File: config.mk
export PLATFORM = sky130hd
export DESIGN_NAME = lane_state
export DESIGN_NICKNAME = d
export VERILOG_FILES = /design/src/mixer_types_pkg.sv /design/src/lane_state.sv
export SDC_FILE = /design/constraint.sdc
export NUM_CORES = 1
export LEC_CHECK = 0
export BUFFER_PORTS_ARGS = -buffer_cell sky130_fd_sc_hd__buf_2
export CORE_ASPECT_RATIO = 1.1
export CORE_MARGIN = 4
export CORE_UTILIZATION = 30
export CTS_BUF_LIST = sky130_fd_sc_hd__clkbuf_8 sky130_fd_sc_hd__clkbuf_16
export CTS_CLUSTER_SIZE = 16
export DETAILED_ROUTE_END_ITERATION = 8
export GPL_TIMING_DRIVEN = 0
export PLACE_DENSITY = 0.55
export SLEW_MARGIN = 20
export SYNTH_ARGS = -nofsm -noshare
export SYNTH_HDL_FRONTEND = slang
export SYNTH_SLANG_ARGS = --single-unit
File: constraint.sdc
create_clock -name clk -period 2.8 [get_ports clk]
set_input_delay 0.56 -clock clk [delete_from_list [all_inputs] [get_ports clk]]
set_output_delay 0.56 -clock clk [all_outputs]
set_load 0.02 [all_outputs]
File: src/mixer_types_pkg.sv
`default_nettype none

package mixer_types_pkg;

    // eight lanes, the rotation offsets of every pass assume this.
    localparam int LANE_COUNT = 8;
    localparam int LANE_WIDTH = 32;

    typedef logic [LANE_WIDTH-1:0] lane_t;

    // lane 0 sits in the low word.
    typedef lane_t [LANE_COUNT-1:0] state_t;

    // neighbour index, modulo the lane count.
    function automatic int wrap_lane(int idx);
        return (idx + LANE_COUNT) % LANE_COUNT;
    endfunction

endpackage

`default_nettype wire

File: src/lane_state.sv
`timescale 1ns/1ps
`default_nettype none

module lane_state (
    input  wire logic                    clk,
    input  wire logic                    reset,
    input  wire logic                    seed_load,
    input  wire mixer_types_pkg::lane_t  seed_value,
    input  wire logic                    step,
    input  wire mixer_types_pkg::state_t next_state,
    output mixer_types_pkg::state_t      state
);
    import mixer_types_pkg::*;

    // lane i gets base + i.
    function automatic state_t seed_pattern(lane_t base);
        state_t pattern;

        for (int i = 0; i < LANE_COUNT; i++) begin
            pattern[i] = base + lane_t'(i);
        end
        return pattern;
    endfunction

    always_ff @(posedge clk) begin
        if (reset) begin
            state <= seed_pattern('0);  // index pattern.
        end else if (seed_load) begin
            state <= seed_pattern(seed_value);  // reload beats step.
        end else if (step) begin
            state <= next_state;
        end
    end

endmodule

`default_nettype wire

After elaboration in Yosys (flattened, before gate mapping). Index checks and enable logic that the tools add are counted.

$add $sub $neg: 7. Mux-type cells: 2. Reduce and logical (&&, ||, !) cells: 1.

Operators by type and width (number): 256-bit 2-to-1 mux (2); 32-bit by 3-bit adder with 32-bit output (second input constant) (4); 32-bit by 2-bit adder with 32-bit output (second input constant) (2); 32-bit by 1-bit adder with 32-bit output (second input constant) (1); 2-bit nonzero test (1).

Bits in registers: 256. Input port bits: 292. Output and inout bits: 256. Logic and storage cells: 18.

Depth between registers and ports, before layout. Gate-level depths: netlist of run 1.

Depth in word-level cells: 2. Gate-level depth with buffers: 8.

Worst setup path before layout of run 1. No wires, ideal clock.

Path type: input port to flip-flop. Start point: input seed_value[6]. End point: register state[90] (netlist bit). Setup time: 0.091 ns. Arrival time: 2.235 ns. Required time: 2.709 ns. Path slack: 0.475 ns. Stages: 8. Buffers on the path: 3. Cell sequence: buf_4 > nand4_2 > or2_1 > buf_2 > or3_1 > clkbuf_2 > or3_1 > a311oi_1.

Cells in the longest elaborated chain, start to end: 2.

Ends and longest elaborated chain: from (decl) (line lane_state.sv:8) `input wire mixer_types_pkg::lane_t seed_value,`; 32-bit by 2-bit adder with 32-bit output (line lane_state.sv:20) `pattern[i] = base + lane_t'(i);`; 256-bit 2-to-1 mux (line lane_state.sv:28) `end else if (seed_load) begin`; to (signal assigned) (line lane_state.sv:27) `state <= seed_pattern('0);`; to (signal assigned) (line lane_state.sv:29) `state <= seed_pattern(seed_value);`; to (signal assigned) (line lane_state.sv:31) `state <= next_state;`; to (decl) (line lane_state.sv:11) `output mixer_types_pkg::state_t state`.

No other way between the ends. A chain may end at the register's enable or synchronous reset.

Worst setup path after layout of run 1.
Start point: input seed_value[2]. End point: register state[50] (netlist bit).

Cells in the longest elaborated chain, start to end: 2.

Ends and longest elaborated chain (line): 32-bit by 1-bit adder with 32-bit output (lane_state.sv:20); 256-bit 2-to-1 mux (lane_state.sv:28).

No other way between the ends.

==> results by stage, run 1 <==
Outcome:
- The run finished with clean final reports.

Drt:
- Summing over every cut layer, the via total after detailed routing is 16200.
- The routed wirelength normalized by instance count is 28.10 um.
- The final antenna-violating net count is 0.
- The number of design rule violations left after detail routing is 0.
- The detailed-routing iteration count for the pre-antenna-repair pass is 7.
- The number of violations reported at the end of detailed-routing iteration 0 is 1233.
- Dividing the detail-routed via count by the number of cells gives 5.450.
- Wires add up to 83550 um.

STA:
- The transition time at the pin with the least slew margin is 1085 ps.
- The number of hold-slack violations in the final timing report is 0.
- The worst max-slew margin expressed relative to the limit is 27.67%.
- The clock skew is 0 ps.
- The number of max-slew violations in the final report is 0.
- For the finished layout, the period the worst path requires is 2757 ps.
- The part of the cycle the worst path needs is 98.45%.
- The number of setup violations in the final report is 0.
- Setup repair after global routing left no endpoint under its margin.
- Timing would allow up to 362.8 MHz.

Synthesis:
- The share of the Yosys chip area taken by registers is 35.41%.
- The synthesized instance count is 1719.
- The average instance in the mapped netlist occupies 8.419 um2.
- Among all flip-flop cells after synthesis, the most frequent one is dfxtp_1.
- The post-synthesis net count is 2021.
- For this run, the number of Yosys warnings is 0.
- In the synthesized netlist the async set-or-reset flop fraction comes to 0%.
- The synthesized design contains 0 enable-type register cells.
- Yosys mapped the design onto 52 distinct sky130hd cell types.
- The synthesized area is 0.01447 mm2.
- Synthesis inferred 256 register bits.

Critical path:
- The category of the critical setup timing path is input pin to flop.
- Walking the worst path, the cells encountered are buf_2 > ha_1 > nand3_1 > clkbuf_1 > nor4_1 > nand2_1 > xor2_1 > a211oi_1.
- The largest single stage delay on the critical path is 740 ps.
- The kind of end point of the critical path is a flop.
- The slowest stage of the critical path belongs to the cell nor4_1.
- The cell count along the critical path is 8.
- The number of cells on the worst reg-to-reg path is 5.
- STA puts the critical path data required time at 3240 ps.
- The gate family responsible for the most delay along the worst path is simple AND/OR/NAND/NOR gates.
- The critical path contains buffers and inverters numbering 2 combined.
- The largest fanout on the critical path is 10.
- The signal arrival time at the worst endpoint is 3200 ps.
- The kind of launch point of the worst setup path is an input pin.

Clock tree:
- Hold repair after CTS inserted 0 buffers.
- The number of clock buffers added by TritonCTS is 30.
- The clock sink count is 256.
- For the worst-skew pair, the clock arrives at the later sink with an insertion delay of 580 ps.
- The deepest level of the CTS H-tree is 1.
- Clock tree synthesis selected as its root buffer the cell clkbuf_16.
- TritonCTS built the clock tree.
- The longest clock path from root to sink contains 3 buffers.
- Clock-pin slew was measured on the worst setup and hold paths at 70 ps.

Pwr:
- The combinational cell fraction of total power is 22.8%.
- For this design the ratio of total power to cell area is 551.1 mW/mm2.
- The total chip power is 10590 uW.
- The switching power total is 3474 uW.
- The part of the power in the clock network is 38.6%.
- The internal portion of total power is 7120 uW.
- The share of total power in sequential cells is 38.6%.
- The maximum vdd drop is 0.0004147 V.
- The static leakage is 0.007988 uW.
- The switching share of total power is 32.79%.

Die:
- For this configuration, the core starts out at a cell density of 30.33%.
- The floorplan step set the die height to 238.4 um.
- The die covers 0.05182 mm2.
- The die is 217.4 um wide.
- The floorplan has 84 rows.
- The count of pins on the block boundary is 548.
- The area of the core region is 0.04772 mm2.

Cells and area:
- The number of filler instances in the final layout is 5093.
- The register name with the most flops is state.
- In the layout the commonest cells are 567 x buf_2, 256 x dfxtp_1, 190 x a211oi_1.
- The final design area excluding fillers is 0.01922 mm2.
- The fraction of layout instances using a drive strength above 1 is 32.47%.
- The number of nets in the layout is 2600.
- In the final layout, the registers with the most flip-flops are state x256.
- The flip-flop count of the largest register after layout is 256.
- Relative to the synthesized area, the layout overhead comes to 32.82%.
- Leaving out fill and tap cells, the most frequent cell in the layout is buf_2.

Global route:
- The number of antenna violations at the first check in global routing is 11.
- The via count of the first global-routing pass was 16130.
- The combined global-route utilization of all metal layers is 30.26%.
- The pin count of the biggest net entering global routing is 15.
- The final global-route overflow total is 0.
- The first global-routing pass estimated 115200 um of wire.

Hold path:
- The worst min-delay path category is input pin to flop.
- The worst hold path passes through 3 cells.

Place:
- The half-perimeter wire length after placement is 66720 um.
- Port buffering added 541 buffers.
- At the end of routability-driven placement, the weighted congestion stood at 0.9864.
- The post-placement cell area is 0.01805 mm2.

Run:
- Across the run, the number of max-cap violations was 0.
==> synth_stat cells, types with 2 or more instances <==
cell	count	area (um2)
a311oi_1	16	140.1
or3_1	20	125.1
o211ai_1	7	52.55
nor4_1	16	100.1
buf_4	2	15.01
inv_1	14	52.55
nor2_1	124	465.5
and4_1	2	17.52
a31oi_1	4	25.02
clkbuf_1	119	446.7
o22ai_1	16	100.1
nor4_2	3	37.54
a221oi_1	3	26.28
or2_1	2	12.51
ha_1	10	125.1
buf_2	22	110.1
or4_1	4	30.03
buf_1	23	86.33
a21oi_1	116	580.6
mux2_2	77	867.1
nand4_1	18	112.6
o21ai_0	109	545.5
mux2i_1	60	600.6
a21o_1	4	30.03
a211oi_1	190	1426
and2_1	8	50.05
a221o_1	2	20.02
nor3_1	47	235.2
dfxtp_1	256	5125
o32a_1	2	20.02
xnor2_1	84	735.7
nor2b_1	113	706.9
o21a_1	10	75.07
nand2b_1	6	37.54
or2_2	7	43.79
nor3b_1	2	15.01
clkbuf_2	2	10.01
nand2_1	77	289.0
nor4b_1	2	17.52
xor2_1	75	656.9
nand4_2	3	37.54
nand3_1	24	120.1
and3_1	9	56.30
==> power by group through the flow <==
stage	Combinational [uW]	Sequential (uW)	Clock, uW
after global placement	2360	4160	0
after global routing	2550	4110	4280
after floorplan	974	4460	0
after detailed placement	2380	4160	0
final	2420	4090	4090
after CTS	2400	4080	4150
==> kinds of logic (layout without fill, tap and decap cells) <==
family	Yosys count	count (layout)	synth area share, %
other	0	6	0
AOI/OAI and AO/OA	485	485	21.38
adders and majority gates	10	10	0.8645
DFF	256	256	35.41
xor gates and xnor gates	159	159	9.622
buffers and inverters	182	785	4.980
muxes	137	137	10.14
and+or+nand+nor	490	490	17.60
==> per-stage QoR <==
step / utilization, % / worst slack (ps) / hold slack [ps] / std cells / TNS, ps
finish: 40.28 / 43.40 / 265.0 / 2973 / 0
global placement: 37.70 / -2094 / 473.9 / 2905 / -244980
floorplan: - / 474.6 / 561.1 / 1719 / 0
detailed placement: 37.84 / -1409 / 477.3 / 2909 / -246760
global route: 40.26 / 3.812 / 281.6 / 2969 / 0
CTS: 40.07 / 2.355 / 249.3 / 2962 / 0
==> tightest hold or removal path, cell delays in order <==
cell      delay [ps]
buf_2             80
a211oi_1          50
o21ai_0          120
==> cell type report <==
class	count	area, um2	share of cell area (%)
Antenna cell	6	15.01	0.07811
Buffer	165	681.9	3.547
Clock buffer	37	858.3	4.465
Clock inverter	19	157.7	0.8202
Inverter	14	56.30	0.2929
Multi-Input combinational cell	1281	8751	45.52
Sequential cell	256	5125	26.66
Tap cell	645	807.0	4.198
Timing Repair Buffer	550	2770	14.41
==> what timing repair did <==
| item | in CTS | in global routing |
|---|---|---|
| pin swaps | 0 | 1 |
| setup endpoints to repair | 230 | 29 |
| buffers inserted | 0 | 5 |
| gates resized for setup | 20 | 15 |
==> layer usage <==
metal / part of all wire (%) / wire length [um] / up-vias / track usage [%]
met1: 40 / 33530 / 7962 / 37.25
li1: - / - / 7332 / -
met2: 49 / 40880 / 758 / 53.40
met5: 0.068 / 57 / - / 0
met3: 7.6 / 6332 / 138 / 6.139
met4: 3.3 / 2747 / 12 / 8.982
==> final timing paths <==
kind,endpoint,slack [ps],from
max,state[50],40,seed_value[2]
min,state[65],260,next_state[65]
max reg2reg,state[127],1690,state[127]
min reg2reg,state[123],500,state[123]
Power figures use the tool's default switching activity.
==> run 2: changes to the inputs <==
--- a/config.mk
+++ b/config.mk
@@ -14,6 +14,7 @@
 export DETAILED_ROUTE_END_ITERATION = 8
 export GPL_TIMING_DRIVEN = 0
 export PLACE_DENSITY = 0.55
+export REMOVE_ABC_BUFFERS = 1
 export SLEW_MARGIN = 20
 export SYNTH_ARGS = -nofsm -noshare
 export SYNTH_HDL_FRONTEND = slang
==> run 2 against run 1 <==
Net effect:
- critical path depth unchanged
- final cell count decreased by 4.6%
- sequential power about the same
- die area unchanged
- global-route usage decreased by 7.8 points
- critical path type unchanged
- power decreased by 3.2%
- non-clock buffer count decreased by 136
- worst setup slack improved by 140 ps
- register-to-register slack about the same
- core utilization decreased by 0.65 points
- clock power decreased by 2%
==> results by stage, run 2 (synthesis results as in run 1) <==
Critical path:
- The largest fanout on the critical path is 9 (was 10).
- The kind of end point of the critical path is a flop (unchanged).
- The category of the critical setup timing path is input pin to flop (unchanged).
- The setup slack of the worst register-to-register path is 1680 ps (was 1690 ps).
- The worst path required time was 3230 ps (was 3240 ps).
- The biggest cell delay along the critical path came to 810 ps (was 740 ps).
- The launch point of the worst reg-to-reg path is state[127] (unchanged).
- The number of cells on the worst reg-to-reg path is 5 (unchanged).
- Cells traversed along the worst timing path: buf_2 > inv_1 > ha_1 > a21oi_1 > nor2_1 > nand3_1 > mux2i_1 > nor3_1 (was buf_2 > ha_1 > nand3_1 > clkbuf_1 > nor4_1 > nand2_1 > xor2_1 > a211oi_1).
- The master of the slowest instance on the critical path is a21oi_1 (was nor4_1).
- The signal arrival time at the worst endpoint is 3050 ps (was 3200 ps).
- The kind of launch point of the worst setup path is an input pin (unchanged).
- The terminus of the critical flop-to-flop path is state[127] (unchanged).

Drt:
- The final antenna-violating net count is 0 (unchanged).
- The met3 layer wire length in the routed design was 4010 um (was 6332 um).
- The post-route met1 wirelength is 26190 um (was 33530 um).
- The detailed-routing iteration count for the pre-antenna-repair pass was 5 (was 7).
- The average vias per placed instance came to 5.172 (was 5.450).
- The number of design rule violations left after detail routing was 0 (unchanged).
- The wire length reported by the detailed router is 62090 um (was 83550 um).
- The met2 wire length is 30160 um (was 40880 um).
- The highest signal layer in the routed design was met5 (unchanged).
- The routed wirelength normalized by instance count is 21.90 um (was 28.10 um).
- The total via count in the routed design is 14660 (was 16200).
- The number of violations reported at the end of detailed-routing iteration 0 is 830 (was 1233).

Die:
- The number of rows created at floorplan came to 84 (unchanged).
- The count of pins on the block boundary was 548 (unchanged).
- The height of the die is 238.4 um (unchanged).
- The area of the die is 0.05182 mm2 (unchanged).
- The initial standard-cell utilization of the core came to 30.33% (unchanged).
- The area of the core region is 0.04772 mm2 (unchanged).
- The die outline width is 217.4 um (unchanged).

STA:
- Unrepaired setup endpoints after global routing: false (unchanged).
- The worst max-slew margin expressed relative to the limit came to 30.92% (was 27.67%).
- The part of the cycle the worst path needs is 93.51% (was 98.45%).
- The achievable clock frequency is 381.9 MHz (was 362.8 MHz).
- The clock period minus final worst setup slack is 2618 ps (was 2757 ps).
- The clock skew is 0 ps (unchanged).
- The number of hold-slack violations in the final timing report came to 0 (unchanged).
- The number of setup violations in the final report is 0 (unchanged).
- The transition time at the pin with the least slew margin is 1036 ps (was 1085 ps).
- The number of max-slew violations in the final report is 0 (unchanged).

Run:
- The max-cap violation count is 0 (unchanged).

Global route:
- The number of antenna violations at the first check in global routing is 10 (was 11).
- The final global-route overflow total is 0 (unchanged).
- The combined global-route utilization of all metal layers is 22.42% (was 30.26%).
- The global-route wire length before repair is 90480 um (was 115200 um).
- The via count of the first global-routing pass is 14240 (was 16130).
- The pin count of the biggest net entering global routing came to 146 (was 15).

Cells and area:
- The register name with the most flops is state (unchanged).
- The fraction of layout instances using a drive strength above 1 is 33.75% (was 32.47%).
- The layout overhead on the synthesized area came to 30.68% (was 32.82%).
- The final design area excluding fillers came to 0.01891 mm2 (was 0.01922 mm2).
- The number of filler instances in the final layout is 4974 (was 5093).
- The number of nets in the layout is 2465 (was 2600).
- Largest registers: state x256 (unchanged).
- The most common cell after layout, fill and taps aside is buf_2 (unchanged).
- Most used cells in the layout excluding fill and tap cells: 548 x buf_2, 256 x dfxtp_1, 190 x a211oi_1 (was 567 x buf_2, 256 x dfxtp_1, 190 x a211oi_1).
- The flip-flop count of the largest register after layout is 256 (unchanged).

Clock tree:
- The maximum buffer depth of the clock tree is 3 (unchanged).
- The clock latency reported for the late side of the worst-skew pair is 570 ps (was 580 ps).
- The clock transition at the register clock pins on the worst setup and hold paths after CTS is 60 ps (was 70 ps).
- The cell at the root of the clock tree is clkbuf_16 (unchanged).
- The clock tree from TritonCTS is yes (unchanged).
- The number of hold buffers added after cts was 0 (unchanged).
- The clock sink count came to 256 (unchanged).
- The number of buffers created by CTS is 31 (was 30).
- The deepest level of the CTS H-tree came to 1 (unchanged).

Hold path:
- The endpoint of the worst hold path is state[224] (was state[65]).
- The worst min-delay path category was input pin to flop (unchanged).
- The beginning of the worst hold path is next_state[224] (was next_state[65]).
- The cell depth of the worst min-delay path is 3 (unchanged).

Pwr:
- The areal power density over the cells was 541.9 mW/mm2 (was 551.1 mW/mm2).
- The static leakage was 0.007852 uW (was 0.007988 uW).
- The maximum vdd drop is 0.0003871 V (was 0.0004147 V).
- The total chip power was 10250 uW (was 10590 uW).

Place:
- The final weighted congestion of routability-driven global placement came to 0.8026 (was 0.9864).
- The post-placement cell area came to 0.01766 mm2 (was 0.01805 mm2).
- The half-perimeter wire length after placement was 45040 um (was 66720 um).
- The number of port buffers is 547 (was 541).

Outcome:
- Outcome: complete, no violations (unchanged).
==> run 2: cell types whose count changed in the layout (fill, tap and decap cells not counted), sizes merged <==
cell and change:
clkinvlp -1, buf -16, clkdlybuf4s15 -1, clkinv -5, diode +3, clkbuf -118
==> run 2: timing repair <==
| item | in CTS | in global routing |
|---|---|---|
| endpoints found under the setup margin | 53 | 19 |
| resized for setup | 9 | 7 |
| endpoints found under the hold margin | 0 | 0 |
| pin swaps | 4 | 1 |
| setup buffers | 15 | 4 |
==> run 2: through the flow <==
step	hold slack (ps)	setup TNS (ps)	util, %	std cells	setup slack [ps]
after global routing	271.8	0	39.63	2834	5.561
after floorplan	560.9	0	-	1551	149.9
after CTS	246.2	0	39.44	2822	5.527
after detailed placement	480.0	-79510	37.01	2756	-1164
after global placement	476.9	-1105480	36.36	2743	-7352
final	273.2	0	39.64	2835	181.8
==> run 2: where the power goes <==
| part | internal (uW) | switching [uW] | total (uW) |
|---|---|---|---|
| registers | 3920 | 144 | 4070 |
| logic | 829 | 1360 | 2180 |
| clock network | 2350 | 1640 | 4000 |
==> run 2: worst max-delay path, delay by kind of cell <==
| kind | cells | cell delay (ps) |
|---|---|---|
| buffers and inverters | 2 | 540 |
| muxes | 1 | 300 |
| adders and majority gates | 1 | 250 |
| and+or+nand+nor | 3 | 560 |
| AOI/OAI and AO/OA | 1 | 810 |
==> run 2: cell type report <==
class,count,area [um2],share of cell area [%]
diodes,9,22.52,0.1191
clock buffers,38,872.1,4.611
clock inverters,13,116.4,0.6152
inverters,14,55.05,0.2911
multi-input cells,1281,8752,46.28
flip-flops and latches,256,5125,27.10
well taps,645,807.0,4.267
repair buffers,579,3163,16.72
==> run 2: worst max-delay path by stage <==
stage | from | to | slack [ps] | cells past startpoint
after floorplan | seed_value[19] | state[63] | 150 | 5
after global placement | seed_load | state[53] | -7350 | 6
after detailed placement | seed_value[3] | state[124] | -1160 | 7
after CTS | seed_value[8] | state[58] | 6 | 6
after global routing | seed_load | state[63] | 6 | 8
final | seed_value[2] | state[189] | 180 | 8
==> run 2: per-layer routing <==
layer  vias to the layer above  GRT usage [%]
li1                       7065              -
met2                       492          38.04
met3                        90          4.254
met4                         2          7.113
met5                         -              0
met1                      7013          28.86
==> run 3: changes to the inputs <==
--- a/config.mk
+++ b/config.mk
@@ -7,7 +7,7 @@
 export LEC_CHECK = 0
 export BUFFER_PORTS_ARGS = -buffer_cell sky130_fd_sc_hd__buf_2
 export CORE_ASPECT_RATIO = 1.1
-export CORE_MARGIN = 4
+export CORE_MARGIN = 3
 export CORE_UTILIZATION = 30
 export CTS_BUF_LIST = sky130_fd_sc_hd__clkbuf_8 sky130_fd_sc_hd__clkbuf_16
 export CTS_CLUSTER_SIZE = 16
==> run 3 against run 2 <==
Net effect:
- critical path depth is 1 lower
- maximum frequency rose by 0.29%
- final cell count decreased by 0.39%
- die area is 1.8% lower
- routed wire length decreased by 1.2%
- power barely moved
- worst hold slack got worse by 11 ps
- final area hardly changed
- non-clock buffer count decreased by 4
- clock-buffer cell count grew 3
- sequential cell count is the same
- worst setup slack improved by 7.6 ps
- critical path type unchanged
- critical endpoint is now state[62]
- largest power group unchanged
==> results by stage, run 3 (synthesis results as in run 1) <==
Outcome:
- Outcome: complete, no violations (unchanged).

Clock tree:
- The clock transition at the register clock pins on the worst setup and hold paths after CTS is 60 ps (about the same).
- The clock latency reported for the late side of the worst-skew pair was 570 ps (about the same).
- The number of buffers created by CTS was 30 (was 31).
- The clock tree from TritonCTS is yes (unchanged).
- The cell at the root of the clock tree is clkbuf_16 (unchanged).
- The deepest level of the CTS H-tree is 1 (unchanged).
- The clock sink count came to 256 (unchanged).
- The maximum buffer depth of the clock tree is 3 (unchanged).
- The number of hold buffers added after cts is 0 (unchanged).

Hold path:
- The worst min-delay path category is input pin to flop (unchanged).

Place:
- The half-perimeter wire length after placement is 43970 um (was 45040 um).
- The post-placement cell area is 0.01764 mm2 (was 0.01766 mm2).
- The final weighted congestion of routability-driven global placement was 0.8238 (was 0.8026).
- The number of port buffers is 547 (unchanged).
- The number of cells after detailed placement was 2748 (was 2756).
- The setup slack at placement was -1444 ps (was -1164 ps).

Drt:
- The total via count in the routed design came to 14640 (was 14660).
- The wire length reported by the detailed router was 61370 um (was 62090 um).
- The routed wirelength normalized by instance count is 21.73 um (was 21.90 um).
- The average vias per placed instance is 5.185 (was 5.172).
- The number of violations reported at the end of detailed-routing iteration 0 is 895 (was 830).
- The final antenna-violating net count is 0 (unchanged).
- The number of design rule violations left after detail routing is 0 (unchanged).
- The detailed-routing iteration count for the pre-antenna-repair pass is 5 (unchanged).

Pwr:
- The internal portion of total power was 7101 uW (was 7106 uW).
- The switching share of total power is 30.75% (was 30.67%).
- The combinational cell fraction of total power is 21.3% (about the same).
- The total chip power is 10250 uW (about the same).
- The maximum vdd drop is 0.0003686 V (was 0.0003871 V).
- The share of total power in sequential cells is 39.6% (was 39.7%).
- The part of the power in the clock network is 39.1% (was 39.0%).
- The static leakage came to 0.007879 uW (was 0.007852 uW).
- The areal power density over the cells was 542.5 mW/mm2 (was 541.9 mW/mm2).
- The switching power total came to 3153 uW (was 3143 uW).

STA:
- The transition time at the pin with the least slew margin was 907.9 ps (was 1036 ps).
- The part of the cycle the worst path needs is 93.24% (was 93.51%).
- The final worst setup slack is 189.4 ps (was 181.8 ps).
- The number of setup violations in the final report is 0 (unchanged).
- The number of max-slew violations in the final report is 0 (unchanged).
- The clock skew was 0 ps (unchanged).
- The number of hold-slack violations in the final timing report is 0 (unchanged).
- The clock period minus final worst setup slack was 2611 ps (was 2618 ps).
- The worst max-slew margin expressed relative to the limit is 39.25% (was 30.92%).
- Unrepaired setup endpoints after global routing: false (unchanged).
- The achievable clock frequency is 383.1 MHz (was 381.9 MHz).

Cells and area:
- The final design area excluding fillers came to 0.01890 mm2 (was 0.01891 mm2).
- The flip-flop count of the largest register after layout is 256 (unchanged).
- The number of standard cells in the final layout excluding fillers is 2824 (was 2835).
- The number of nets in the layout is 2460 (was 2465).
- The most common cell after layout, fill and taps aside was buf_2 (unchanged).
- The layout overhead on the synthesized area is 30.60% (was 30.68%).
- The number of filler instances in the final layout is 4942 (was 4974).
- The fraction of layout instances using a drive strength above 1 came to 33.59% (was 33.75%).
- Most used cells in the layout excluding fill and tap cells: 548 x buf_2, 256 x dfxtp_1, 190 x a211oi_1 (unchanged).
- Largest registers: state x256 (unchanged).
- The register name with the most flops is state (unchanged).

Global route:
- The pin count of the biggest net entering global routing was 135 (was 146).
- The global-route wire length before repair is 90330 um (was 90480 um).
- The via count of the first global-routing pass is 14290 (was 14240).
- The number of antenna violations at the first check in global routing is 7 (was 10).
- The final global-route overflow total is 0 (unchanged).
- The combined global-route utilization of all metal layers came to 22.54% (was 22.42%).

Die:
- The height of the die is 236.4 um (was 238.4 um).
- The count of pins on the block boundary is 548 (unchanged).
- The initial standard-cell utilization of the core was 30.70% (was 30.33%).
- The die outline width is 215.4 um (was 217.4 um).
- The number of rows created at floorplan came to 83 (was 84).
- The area of the die is 0.05092 mm2 (was 0.05182 mm2).
- The area of the core region came to 0.04715 mm2 (was 0.04772 mm2).

Critical path:
- Cells traversed along the worst timing path: buf_2 > ha_2 > nand3_2 > or4_1 > nor3_1 > xnor2_1 > a211oi_1 (was buf_2 > inv_1 > ha_1 > a21oi_1 > nor2_1 > nand3_1 > mux2i_1 > nor3_1).
- The master of the slowest instance on the critical path is or4_1 (was a21oi_1).
- The largest fanout on the critical path is 16 (was 9).
- The gate family responsible for the most delay along the worst path was simple AND/OR/NAND/NOR gates (was compound AO/OA/AOI/OAI gates).
- The worst path required time is 3290 ps (was 3230 ps).
- The number of buffer and inverter stages on the critical path is 1 (was 2).
- The biggest cell delay along the critical path is 700 ps (was 810 ps).
- The signal arrival time at the worst endpoint came to 3100 ps (was 3050 ps).
- The kind of launch point of the worst setup path is an input pin (unchanged).
- The category of the critical setup timing path is input pin to flop (unchanged).
- The kind of end point of the critical path is a flop (unchanged).

Run:
- The max-cap violation count came to 0 (unchanged).
-- run 3: cell types whose count changed in the layout (fill, tap and decap cells not counted), sizes merged --
cell,before,now
buf,579,574
bufinv,2,1
clkbuf,38,42
diode,9,5
inv,18,21
-- run 3: final timing paths --
kind,from,end,slack (ps),cells after the start
setup reg to reg,state[127],state[127],1710,5
hold / removal,next_state[96],state[96],260,3
hold reg to reg,state[154],state[154],490,2
setup / recovery,seed_value[3],state[62],190,7
-- run 3: per-stage QoR --
| stage | TNS [ps] | hold WS, ps | utilization, % |
|---|---|---|---|
| floorplan | 0 | 560.9 | - |
| global placement | -1109930 | 474.2 | 36.78 |
| detailed placement | -78830 | 480.4 | 37.42 |
| CTS | 0 | 235.7 | 39.85 |
| global route | 0 | 263.0 | 40.08 |
| finish | 0 | 262.5 | 40.09 |
-- run 3: timing repair --
action / 4_1_cts / 5_1_grt
pin swaps: 4 / 2
gates resized for setup: 13 / 4
setup buffers: 9 / 5
gates cloned: 0 / 1
setup endpoints to repair: 46 / 36
-- run 3: area by class of cell --
class | count | area, um2 | share of cell area, %
flip-flops and latches | 256 | 5125 | 27.12
clock buffers | 41 | 913.4 | 4.833
multi-input cells | 1281 | 8753 | 46.31
repair buffers | 575 | 3151 | 16.67
diodes | 5 | 12.51 | 0.06620
inverters | 14 | 55.05 | 0.2913
clock inverters | 15 | 93.84 | 0.4965
well taps | 637 | 797.0 | 4.217
-- run 3: metal layers --
layer	GRT usage, %	part of all wire (%)
met4	5.509	2.1
met1	28.94	43
met3	3.607	6.1
met5	0	0.011
met2	39.53	49
-- run 3: worst reg2reg max path: stages, from the launching register on --
cell and delay (ps):
dfxtp_1 330, nor2b_1 130, a211oi_1 210, nor3_1 80, a21oi_1 140, a31oi_1 50
-- run 3: power groups by stage --
stage	combinational (uW)	sequential [uW]	clock, uW
after global routing	2360	4090	4230
after global placement	2210	4130	0
after CTS	2180	4060	4110
after detailed placement	2160	4140	0
final	2180	4060	4010
after floorplan	726	4460	0
